**config.mk**
```make
export PLATFORM = sky130hd
export DESIGN_NAME = ddr3_wr_control
export DESIGN_NICKNAME = d
export VERILOG_FILES = /design/src/stream_pkg.sv /design/src/mem_pkg.sv /design/src/wr_sequencer.sv /design/src/burst_tracker.sv /design/src/fill_summary.sv /design/src/ddr3_wr_control.sv
export SDC_FILE = /design/constraint.sdc
export NUM_CORES = 1
export LEC_CHECK = 0
export BUFFER_PORTS_ARGS = -buffer_cell sky130_fd_sc_hd__buf_2
export CORE_MARGIN = 4
export CORE_UTILIZATION = 47
export CTS_CLUSTER_DIAMETER = 200
export DETAILED_ROUTE_END_ITERATION = 8
export PLACE_DENSITY = 0.76
export SYNTH_ARGS = -nofsm -noshare
export SYNTH_HDL_FRONTEND = slang
export SYNTH_SLANG_ARGS = --single-unit
```
**constraint.sdc**
```tcl
create_clock -name clk -period 4.6 [get_ports clk]
set_input_delay 0.69 -clock clk [delete_from_list [all_inputs] [get_ports clk]]
set_output_delay 0.69 -clock clk [all_outputs]
set_load 0.05 [all_outputs]
```
**src/stream_pkg.sv**
```systemverilog
package stream_pkg;

    // tag nibble sits above the payload in every fifo word
    typedef logic [3:0] tag_t;

    // the three record kinds the acquisition side produces
    localparam tag_t TAG_FILL = 4'd1;
    localparam tag_t TAG_WFM  = 4'd2;
    localparam tag_t TAG_CKSM = 4'd4;

    // payload of one record
    // the same width as one memory data beat
    localparam int PAYLOAD_W = 128;

    // one word at the head of the fwft fifo
    typedef struct packed {
        tag_t                 tag;
        logic [PAYLOAD_W-1:0] payload;
    } stream_rec_t;

    // waveform header burst count
    // counts data beats that follow the header
    localparam int BURST_CNT_W = 23;

    // start address of the fill in units of one burst
    localparam int START_ADDR_LSB = 53;
    localparam int START_ADDR_W   = 23;

    // total bursts of a whole fill
    // fill header, waveform headers and data, checksum
    localparam int TOTAL_W = 24;

    // summary record sent once the checksum is in memory
    // total count rides above the saved fill header payload
    typedef struct packed {
        logic [TOTAL_W-1:0]   total_bursts;
        logic [PAYLOAD_W-1:0] payload;
    } summary_rec_t;

endpackage

```
**src/mem_pkg.sv**
```systemverilog
package mem_pkg;

    // address of one burst in the acquisition region
    localparam int BURST_ADDR_W = 23;

    // a burst covers eight column addresses
    localparam int BURST_LSB_W = 3;

    // address as the memory controller wants it
    localparam int MEM_ADDR_W = BURST_ADDR_W + BURST_LSB_W;

    // beats written ahead of their commands
    // 31 at most
    localparam int CREDIT_W = 5;

    // beats or commands left in one segment
    // room for a full burst count plus the header beat
    localparam int SEG_CNT_W = 24;

    // one data beat carries one whole record payload
    localparam int WDF_DATA_W = stream_pkg::PAYLOAD_W;

    // write data fifo beat
    typedef struct packed {
        logic [WDF_DATA_W-1:0] data;
        logic                  last;
    } wdf_beat_t;

endpackage

```
**src/wr_sequencer.sv**
```systemverilog
`timescale 1ns/1ns

module wr_sequencer (
    input  logic             clk,
    input  logic             reset,
    input  logic             acq_enabled,
    input  logic             acq_done,
    input  logic             rec_valid,
    input  stream_pkg::tag_t rec_tag,
    input  logic             seg_done,
    input  logic             summary_sent,
    output logic             load_fill,
    output logic             load_wfm,
    output logic             load_single,
    output logic             writing,
    output logic             capture,
    output logic             emit,
    output logic             sync_err,
    output logic             wr_done
);
    import stream_pkg::*;

    typedef enum logic [3:0] {
        S_IDLE,
        S_TEST_TAG,
        S_SYNC_ERR,
        S_INIT_FILL,
        S_INIT_WFM,
        S_INIT_CKSM,
        S_WRITE,
        S_WRITE_CKSM,
        S_EMIT,
        S_DONE
    } state_t;

    state_t state;
    state_t next_state;
    logic   acq_done_meta;
    logic   acq_done_sync;
    logic   cksm_end;

    // acq_done comes from the acquisition clock domain
    // two flops before the fsm looks at it
    always_ff @(posedge clk) begin
        if (reset) begin
            acq_done_meta <= 1'b0;
            acq_done_sync <= 1'b0;
        end else begin
            acq_done_meta <= acq_done;
            acq_done_sync <= acq_done_meta;
        end
    end

    // dropping acq_enabled parks the fsm in idle
    // this is also the way out of a sync error
    always_ff @(posedge clk) begin
        if (reset || !acq_enabled) begin
            state <= S_IDLE;
        end else begin
            state <= next_state;
        end
    end

    always_comb begin
        next_state = state;
        case (state)
            // fwft fifo so valid means the head word is usable
            S_IDLE: begin
                if (rec_valid) begin
                    next_state = S_TEST_TAG;
                end
            end
            // any tag outside the three known kinds means lost framing
            S_TEST_TAG: begin
                case (rec_tag)
                    TAG_FILL: next_state = S_INIT_FILL;
                    TAG_WFM:  next_state = S_INIT_WFM;
                    TAG_CKSM: next_state = S_INIT_CKSM;
                    default:  next_state = S_SYNC_ERR;
                endcase
            end
            // held here until reset or acq_enabled low
            S_SYNC_ERR: begin
                next_state = S_SYNC_ERR;
            end
            S_INIT_FILL: begin
                next_state = S_WRITE;
            end
            S_INIT_WFM: begin
                next_state = S_WRITE;
            end
            S_INIT_CKSM: begin
                next_state = S_WRITE_CKSM;
            end
            // header or waveform segment
            // back to idle for the next record
            S_WRITE: begin
                if (seg_done) begin
                    next_state = S_IDLE;
                end
            end
            S_WRITE_CKSM: begin
                if (seg_done) begin
                    next_state = S_EMIT;
                end
            end
            // wait here until the summary is taken
            S_EMIT: begin
                if (summary_sent) begin
                    next_state = S_DONE;
                end
            end
            // no new fill until the acquisition side has finished
            S_DONE: begin
                if (acq_done_sync) begin
                    next_state = S_IDLE;
                end
            end
            default: begin
                next_state = S_IDLE;
            end
        endcase
    end

    // last beat and command of the checksum both accepted
    assign cksm_end = (state == S_WRITE_CKSM) && seg_done;

    // emit is high on the first cycle of S_EMIT only
    always_ff @(posedge clk) begin
        if (reset || !acq_enabled) begin
            emit <= 1'b0;
        end else begin
            emit <= cksm_end;
        end
    end

    // counter loads one cycle after the tag test
    assign load_fill   = (state == S_INIT_FILL);
    assign load_wfm    = (state == S_INIT_WFM);
    assign load_single = (state == S_INIT_CKSM);

    // tracker may move beats and commands
    assign writing = (state == S_WRITE) || (state == S_WRITE_CKSM);

    // fill header still at the fifo head while its tag is tested
    assign capture = (state == S_TEST_TAG) && (rec_tag == TAG_FILL);

    assign sync_err = (state == S_SYNC_ERR);
    assign wr_done  = (state == S_DONE);

    // the tracker loads its counters from exactly one source per record
    a_load_onehot: assert property (
        @(posedge clk) disable iff (reset)
        $onehot0({load_fill, load_wfm, load_single})
    );

endmodule

```
**src/burst_tracker.sv**
```systemverilog
`timescale 1ns/1ns

module burst_tracker (
    input  logic                          clk,
    input  logic                          reset,
    input  stream_pkg::stream_rec_t       rec,
    input  logic                          rec_valid,
    input  logic                          load_fill,
    input  logic                          load_wfm,
    input  logic                          load_single,
    input  logic                          writing,
    input  logic                          cmd_ready,
    input  logic                          wdf_ready,
    output logic                          rec_ready,
    output logic [mem_pkg::MEM_ADDR_W-1:0] cmd_addr,
    output logic                          cmd_valid,
    output mem_pkg::wdf_beat_t            wdf,
    output logic                          wdf_valid,
    output logic                          seg_done
);
    import stream_pkg::*;
    import mem_pkg::*;

    logic [BURST_ADDR_W-1:0] addr_gen;
    logic [SEG_CNT_W-1:0]    addr_cnt;
    logic [SEG_CNT_W-1:0]    burst_cnt;
    logic [SEG_CNT_W-1:0]    wfm_cnt;
    logic [CREDIT_W-1:0]     credit;
    logic                    cmd_accept;
    logic                    wdf_accept;
    logic                    credit_full;

    assign cmd_accept = cmd_valid && cmd_ready;
    assign wdf_accept = wdf_valid && wdf_ready;

    // waveform header plus its data beats
    assign wfm_cnt = SEG_CNT_W'(rec.payload[BURST_CNT_W-1:0]) + SEG_CNT_W'(1);

    // burst address of the next command
    // start comes from the fill header and carries on across the fill
    always_ff @(posedge clk) begin
        if (reset) begin
            addr_gen <= '0;
        end else if (load_fill) begin
            addr_gen <= rec.payload[START_ADDR_LSB +: START_ADDR_W];
        end else if (cmd_accept) begin
            addr_gen <= addr_gen + BURST_ADDR_W'(1);
        end
    end

    // commands still owed for this segment
    always_ff @(posedge clk) begin
        if (reset) begin
            addr_cnt <= '0;
        end else if (load_fill || load_single) begin
            addr_cnt <= SEG_CNT_W'(1);
        end else if (load_wfm) begin
            addr_cnt <= wfm_cnt;
        end else if (cmd_accept) begin
            addr_cnt <= addr_cnt - SEG_CNT_W'(1);
        end
    end

    // data beats still owed for this segment
    always_ff @(posedge clk) begin
        if (reset) begin
            burst_cnt <= '0;
        end else if (load_fill || load_single) begin
            burst_cnt <= SEG_CNT_W'(1);
        end else if (load_wfm) begin
            burst_cnt <= wfm_cnt;
        end else if (wdf_accept) begin
            burst_cnt <= burst_cnt - SEG_CNT_W'(1);
        end
    end

    // beats in memory that still wait for their command
    // both accepted together leaves it unchanged
    always_ff @(posedge clk) begin
        if (reset) begin
            credit <= '0;
        end else if (wdf_accept && !cmd_accept) begin
            credit <= credit + CREDIT_W'(1);
        end else if (cmd_accept && !wdf_accept) begin
            credit <= credit - CREDIT_W'(1);
        end
    end

    // stop sending beats once 31 are ahead
    assign credit_full = &credit;

    // a command only follows data already taken by the controller
    assign cmd_valid = writing && (credit != '0) && (addr_cnt != '0);
    assign cmd_addr  = {addr_gen, {BURST_LSB_W{1'b0}}};

    // each record is a single beat burst
    assign wdf_valid = writing && rec_valid && (burst_cnt != '0) && !credit_full;
    assign wdf.data  = rec.payload;
    assign wdf.last  = 1'b1;

    // pop the fifo head as its beat goes out
    assign rec_ready = wdf_accept;

    assign seg_done = (addr_cnt == '0) && (burst_cnt == '0);

    // idle credit may only move up when a beat arrives
    a_credit_underflow: assert property (
        @(posedge clk) disable iff (reset)
        (credit == '0) && !wdf_accept |=> (credit == '0)
    );

    // controller sees the same command until it takes it
    a_cmd_hold: assert property (
        @(posedge clk) disable iff (reset)
        cmd_valid && !cmd_ready |=> cmd_valid && $stable(cmd_addr)
    );

endmodule

```
**src/fill_summary.sv**
```systemverilog
`timescale 1ns/1ns

module fill_summary (
    input  logic                     clk,
    input  logic                     reset,
    input  stream_pkg::stream_rec_t  rec,
    input  logic                     capture,
    input  logic                     emit,
    input  logic                     cmd_valid,
    input  logic                     cmd_ready,
    input  logic                     summary_ready,
    output stream_pkg::summary_rec_t summary,
    output logic                     summary_valid,
    output logic                     summary_sent
);
    import stream_pkg::*;

    logic [PAYLOAD_W-1:0] hdr_payload;
    logic [TOTAL_W-1:0]   total_cnt;
    logic                 cmd_accept;

    assign cmd_accept = cmd_valid && cmd_ready;

    // fill header payload without its tag
    always_ff @(posedge clk) begin
        if (capture) begin
            hdr_payload <= rec.payload;
        end
    end

    // starts at one on capture and counts every command of the fill
    // so it ends one above the bursts actually written
    always_ff @(posedge clk) begin
        if (reset) begin
            total_cnt <= '0;
        end else if (capture) begin
            total_cnt <= TOTAL_W'(1);
        end else if (cmd_accept) begin
            total_cnt <= total_cnt + TOTAL_W'(1);
        end
    end

    // snapshot taken on emit and kept until accepted
    always_ff @(posedge clk) begin
        if (emit) begin
            summary <= '{total_bursts: total_cnt, payload: hdr_payload};
        end
    end

    always_ff @(posedge clk) begin
        if (reset) begin
            summary_valid <= 1'b0;
        end else if (emit) begin
            summary_valid <= 1'b1;
        end else if (summary_sent) begin
            summary_valid <= 1'b0;
        end
    end

    assign summary_sent = summary_valid && summary_ready;

    // downstream may sample the summary on any stalled cycle
    a_summary_hold: assert property (
        @(posedge clk) disable iff (reset)
        summary_valid && !summary_ready |=> summary_valid && $stable(summary)
    );

endmodule

```
**src/ddr3_wr_control.sv**
```systemverilog
`timescale 1ns/1ns

module ddr3_wr_control (
    input  logic                           clk,
    input  logic                           reset,
    input  logic                           acq_enabled,
    input  logic                           acq_done,
    input  stream_pkg::stream_rec_t        rec,
    input  logic                           rec_valid,
    output logic                           rec_ready,
    output logic [mem_pkg::MEM_ADDR_W-1:0] cmd_addr,
    output logic                           cmd_valid,
    input  logic                           cmd_ready,
    output mem_pkg::wdf_beat_t             wdf,
    output logic                           wdf_valid,
    input  logic                           wdf_ready,
    output stream_pkg::summary_rec_t       summary,
    output logic                           summary_valid,
    input  logic                           summary_ready,
    output logic                           sync_err,
    output logic                           wr_done
);
    import stream_pkg::*;

    tag_t rec_tag;
    logic load_fill;
    logic load_wfm;
    logic load_single;
    logic writing;
    logic seg_done;
    logic capture;
    logic emit;
    logic summary_sent;

    // fsm only needs the tag of the head record
    assign rec_tag = rec.tag;

    // record classification and fill level control
    wr_sequencer u_sequencer (
        .clk          (clk),
        .reset        (reset),
        .acq_enabled  (acq_enabled),
        .acq_done     (acq_done),
        .rec_valid    (rec_valid),
        .rec_tag      (rec_tag),
        .seg_done     (seg_done),
        .summary_sent (summary_sent),
        .load_fill    (load_fill),
        .load_wfm     (load_wfm),
        .load_single  (load_single),
        .writing      (writing),
        .capture      (capture),
        .emit         (emit),
        .sync_err     (sync_err),
        .wr_done      (wr_done)
    );

    // memory command and data channels
    burst_tracker u_tracker (
        .clk         (clk),
        .reset       (reset),
        .rec         (rec),
        .rec_valid   (rec_valid),
        .load_fill   (load_fill),
        .load_wfm    (load_wfm),
        .load_single (load_single),
        .writing     (writing),
        .cmd_ready   (cmd_ready),
        .wdf_ready   (wdf_ready),
        .rec_ready   (rec_ready),
        .cmd_addr    (cmd_addr),
        .cmd_valid   (cmd_valid),
        .wdf         (wdf),
        .wdf_valid   (wdf_valid),
        .seg_done    (seg_done)
    );

    // per fill summary record
    fill_summary u_summary (
        .clk           (clk),
        .reset         (reset),
        .rec           (rec),
        .capture       (capture),
        .emit          (emit),
        .cmd_valid     (cmd_valid),
        .cmd_ready     (cmd_ready),
        .summary_ready (summary_ready),
        .summary       (summary),
        .summary_valid (summary_valid),
        .summary_sent  (summary_sent)
    );

endmodule

```
Word level (Yosys, flattened, before mapping)
Index checks and enable logic that the tools add are counted.
{ "word_totals": {"in_bits": 140, "output_inout_bits": 313, "ff_bits": 388, "word_cells": 100} }
{ "op_classes": {"n_addsub": 7, "n_mux": 21, "n_reduce_logical": 39, "n_eq_ne": 17} }
{ "ops": {"columns": ["op", "n"], "rows": [
  ["$mux W24", 4],
  ["$logic_not A24 Y1", 2],
  ["$reduce_bool A24 Y1", 2],
  ["$sub A24 B1 Y24 const B", 2],
  ["$mux W23", 2],
  ["$pmux W4 S9", 1],
  ["$add A23 B1 Y24 const B", 1],
  ["$add A24 B1 Y24 const B", 1],
  ["$add A23 B1 Y23 const B", 1],
  ["$eq A4 B3 Y1 const B", 5],
  ["$mux W4", 5],
  ["$logic_and A1 B1 Y1", 13],
  ["$eq A4 B2 Y1 const B", 3],
  ["$reduce_bool A2 Y1", 6],
  ["$mux W5", 2],
  ["$reduce_and A5 Y1", 2],
  ["$pmux W3 S3", 1],
  ["$eq A4 B1 Y1 const B", 2],
  ["$eq A4 B4 Y1 const B", 2],
  ["$mux W1", 6],
  ["$ne A2 B1 Y1 const B", 3],
  ["$reduce_bool A3 Y1", 2],
  ["$reduce_or A2 Y1", 3],
  ["$add A5 B1 Y5 const B", 1],
  ["6 further kinds", 12]
]} }

Depth between registers and ports, before layout
{ "logic_depth": {"ltp_word": 10, "mapped_depth": 18, "ltp_nobuf": 15} }

Modules after synthesis
From an unflattened synthesis, not the netlist that was laid out.
{ "hier_totals": {"hier_cells": 1187, "hier_area_um2": 15606.2} }
{ "by_module_without_submodules": {"columns": ["mod", "instances", "cells_per_inst", "area_per_inst_um2"], "rows": [
  ["fill_summary", 1, 415, 9549.2],
  ["burst_tracker", 1, 718, 5627.9],
  ["wr_sequencer", 1, 54, 429.2]
]} }

Worst setup path after synthesis
Ideal clock, no wire load.
{ "synth_path": {"path_kind": "register to register", "start": "reg u_sequencer.state[1]", "end": "reg u_summary.hdr_payload[0], enable pin", "period_less_slack_ns": 4.515, "setup_slack_ns": 0.085, "setup_ns": 0.481, "path_stages_with_launch": 7, "n_path_buf": 1, "arrival_ns": 4.035, "cell_sequence": "dfxtp_1 clkbuf_1 nor2_1 nand2_1 or3_1 or3b_2 inv_1"} }
{ "synth_via": {"elab_chain_cells": 2} }
{ "synth_lines": {"columns": ["item", "line_no", "text"], "rows": [
  ["start, declared", "wr_sequencer.sv:36", "state_t state;"],
  ["start signal, assigned", "wr_sequencer.sv:60", "state <= next_state;"],
  ["$eq A4 B1 Y1", "wr_sequencer.sv:146", "assign capture = (state == S_TEST_TAG) && (rec_tag == TAG_FILL);"],
  ["$logic_and A1 B1 Y1", "wr_sequencer.sv:146", null],
  ["net capture", "ddr3_wr_control.sv:31", "logic capture;"],
  ["end signal, assigned", "fill_summary.sv:27", "hdr_payload <= rec.payload;"],
  ["end, declared", "fill_summary.sv:18", "logic [PAYLOAD_W-1:0] hdr_payload;"]
]} }
The timed path passes the listed nets, and every way through them passes these cells.
A chain may end at the register's enable or synchronous reset.

Worst setup path after layout
{ "layout_path": {"start": "reg u_tracker.burst_cnt[10]", "end": "reg u_tracker.credit[4]"} }
{ "layout_via": {"elab_chain_cells": 7, "word_cells_on_any_way": 9, "classes_between": "1 x mux; 8 x reduce/logical"} }
{ "layout_lines": {"columns": ["item", "line_no", "text"], "rows": [
  ["start, declared", "burst_tracker.sv:26", "logic [SEG_CNT_W-1:0] burst_cnt;"],
  ["start signal, assigned", "burst_tracker.sv:71", "burst_cnt <= wfm_cnt;"],
  ["start signal, assigned", "burst_tracker.sv:73", "burst_cnt <= burst_cnt - SEG_CNT_W'(1);"],
  ["$reduce_bool A24 Y1 (*)", "burst_tracker.sv:97", "assign wdf_valid = writing && rec_valid && (burst_cnt != '0) && !credit_full;"],
  ["$logic_and A1 B1 Y1 (*) (2 in series)", "burst_tracker.sv:97", null],
  ["$logic_and A1 B1 Y1 (*)", "burst_tracker.sv:34", "assign wdf_accept = wdf_valid && wdf_ready;"],
  ["$logic_not A1 Y1", "burst_tracker.sv:84", "end else if (cmd_accept && !wdf_accept) begin"],
  ["$logic_and A1 B1 Y1", "burst_tracker.sv:84", null],
  ["$reduce_bool A2 Y1 (no line)", null, null],
  ["end signal, assigned", "burst_tracker.sv:83", "credit <= credit + CREDIT_W'(1);"],
  ["end signal, assigned", "burst_tracker.sv:85", "credit <= credit - CREDIT_W'(1);"],
  ["end, declared", "burst_tracker.sv:28", "logic [CREDIT_W-1:0] credit;"]
]} }
Mark *: on every way between the ends. The rest lies on a longest branch, timed or not.

==> flow_summary_export.csv <==
group,metric,value,unit
sta,worst_pin_slew,1.07,ns
clock_network,cts_resized,0,
global_route,grt_overflow,0,
die,design.die.area,0.0363,mm2
sta,fin_crit_sh,83.5,%
power_and_ir_drop,p_leak,7.33,nW
worst_setup_path,cp.arrival,4.30,ns
final_layout,drive_above_1_share,34.0,%
clock_network,cts_tree,"done",
worst_setup_path,r2r-start,"u_tracker.burst_cnt[10]",
sta,fmax,260,MHz
global_route,grt_pass1_wl,62.7,mm
worst_setup_path,cp_max_fo,12,
die,start_util,47.9,%
sta,rsz0062_at_grt,"no",
sta,fin_tns_setup,0,ns
synthesis,synth.largest_area_cell,"edfxtp_1",
synthesis,ys_seq_elements,388,
clock_network,cts_setup_buffers,0,
worst_setup_path,worstSetupPathType,"reg -> reg",
sta,fin_hold_ws,0.342,ns
clock_network,clock_sinks,388,
sta,hold_viol,0,
placement,port_buffers,448,
clock_network,ctsRootBufferMaster,"clkbuf_16",
die,row_count,66,
global_route,antenna_found_initial,3,
synthesis,avgSynthCellArea,12.9,um2
drt,vias,11000,
synthesis,synth_edf_count,280,
outcome,outcome,"completed",
synthesis,yosys_warnings,0,
global_route,top_usage_layer,"met2",
die,die_x,191,um
power_and_ir_drop,vdd_ir_drop_max,0.223,mV
global_route,grt.total_usage,22.4,%
placement,place_congestion,0.948,
placement,dp_hpwl,31.2,mm
final_layout,layout_common_cells,"buf_2, edfxtp_1, nor2_1",
die,ios,453,
final_layout,final_common_cell,"buf_2",
drt,first_iter_violations,1005,
synthesis,synth_area_leaders,"edfxtp_1, dfxtp_1, buf_4, xnor2_1, nor2_1",
global_route,use_met3,4.45,%
global_route,grt.met2_usage,37.7,%
worst_hold_path,holdPathStages,1,
sta,setup_viol,0,
worst_setup_path,r2r_slack,0.76,ns
worst_setup_path,cp-start-kind,"register",
worst_setup_path,required,5.06,ns
drt,routed_wl,43.1,mm
clock_network,htree_levels,2,
worst_hold_path,hold_end,"u_summary.hdr_payload[24]",
sta,slew_viol_final,0,
worst_hold_path,min_from,"rec[24]",
synthesis,synthArstFlopShare,0,%
synthesis,synth_cells,1218,
synthesis,ys_seq_area_share,67.4,%
drt,vias_per_cell,5.41,
worst_setup_path,end_kind,"register",
sta,fin_worst_skew,0.0156,ns
final_layout,diodes,0,
drt,drt-pass1-iter-count,5,
drt,wire_per_inst,21.3,um
worst_setup_path,r2r-end,"u_tracker.credit[4]",
worst_hold_path,hold_path_class,"in -> reg",
global_route,first_global_vias,10200,
synthesis,synth_area,0.0157,mm2
synthesis,synth_top_area_share,53.6,%
sta,fin_crit,3.84,ns
worst_setup_path,reg2reg_depth,12,
global_route,met1_usage,29.1,%
clock_network,clk_pin_slew,0.06,ns
clock_network,clk-insertion-delay-late,0.54,ns
final_layout,nNetsFinal,1703,
synthesis,synth_cell_type_count,66,
die,core-area,0.0327,mm2
final_layout,area_delta_synth_final,20.5,%
die,die_height,191,um
drt,ant_nets,0,
clock_network,cts-hold-fix-buffers,0,
synthesis,synthFlopType,"edfxtp_1",
flow_run,cap_violations,0,
power_and_ir_drop,p_per_area,429,mW/mm2
global_route,grt_max_degree,154,
sta,timing.slew.headroom,28.9,%
clock_network,numCtsBuffers,42,
clock_network,clock_path_buffers,3,
drt,drc,0,
per-stage QoR:
stage | area [um2] | setup slack, ns | total power, mW | std cells | util [%]
final | 18900 | 0.758 | 8.10 | 2028 | 57.7
after global routing | 18900 | 0.463 | 8.40 | 2028 | 57.7
after CTS | 18900 | 0.783 | 8.17 | 2028 | 57.7
after detailed placement | 17400 | 0.806 | 4.71 | 1951 | 53.3
after global placement | 17400 | 0.898 | 4.70 | 1951 | 53.3
after floorplan | 15700 | 0.0847 | 4.50 | 1220 | -
how the worst max path moves through the flow:
stage | startpoint | to | slack, ns | cells after the start
floorplan | u_sequencer.state[1] | u_summary.hdr_payload[0] | 0.08 | 6
global placement | u_tracker.burst_cnt[10] | u_tracker.credit[4] | 0.90 | 12
detailed placement | u_tracker.burst_cnt[10] | u_tracker.credit[4] | 0.81 | 12
CTS | u_tracker.burst_cnt[10] | u_tracker.credit[4] | 0.78 | 12
global route | u_tracker.addr_cnt[0] | u_tracker.credit[4] | 0.46 | 14
finish | u_tracker.burst_cnt[10] | u_tracker.credit[4] | 0.76 | 12
registers in the layout, indices dropped and copies added, names as in the netlist:
| signal | cells |
|---|---|
| u_summary.total_cnt | 24 |
| u_summary.summary_valid | 1 |
| u_sequencer.acq_done_sync | 1 |
| u_sequencer.state | 4 |
| u_sequencer.emit | 1 |
| u_summary.hdr_payload | 128 |
| u_sequencer.acq_done_meta | 1 |
| u_tracker.burst_cnt | 24 |
| u_tracker.credit | 5 |
| u_tracker.addr_cnt | 24 |
| u_tracker.addr_gen | 23 |
| u_summary.summary | 152 |
Yosys cell counts, drive strengths merged, types with 3 or more instances:
master and instances:
a2111oi 3, nor2b 8, nor4 28, dfxtp 108
clkbuf 23, o21ai 38, or4 11, a21o 4
o31ai 3, a21oi 52, o311ai 5, a31oi 9
or3 12, nand2b 3, o22ai 10, nand4b 3
nand2 56, nand4 21, a311oi 4, nand3 43
inv 24, ha 9, nor3 27, o211ai 7
xor2 26, and2 8, buf 147, o211a 3
a211oi 23, and4 9, edfxtp 280, o221a 3
xnor2 51, nor2 115, and3 11
metal layers:
layer  vias up  share of wire (%)
met1      5287                 39
met3        86                8.0
met5         -              0.063
met4         4                3.0
li1       5046                  -
met2       556                 49
where the power goes:
part	internal (mW)	total, mW	switching [mW]
logic	0.233	0.857	0.624
clock network	2.09	3.46	1.37
registers	3.75	3.79	0.0344
cell families after synthesis:
logic type	count (synthesis)	share of synthesized area, %
multiplexers	1	0.0639
other	2	0.0479
flip-flops	388	67.4
AO/OA/AOI/OAI	179	7.40
XOR/XNOR	77	4.30
adder cells (fa/ha/maj)	10	0.846
buffers and inverters	194	7.96
AND/OR/NAND/NOR	367	11.9
worst max-delay path: stages (launching register included):
cell and delay [ns]:
dfxtp_1 0.34, or3_1 0.50, or4b_4 0.62, o21ai_2 0.48, inv_2 0.22, ha_1 0.29
inv_1 0.15, ha_1 0.29, a21o_1 0.18, a21oi_1 0.18, xnor2_1 0.09, or3_1 0.30
a21oi_1 0.14
final cells by class:
cell class                 count  area [um2]
clock inverter                27         312
multi-input combinational    638        3870
inverter                      24        95.1
fill                        2642       13800
timing repair buffer         459        2350
clock buffer                  50        1120
tap                          442         553
sequential                   388       10600
No activity file was read; power rests on OpenSTA's default activity.
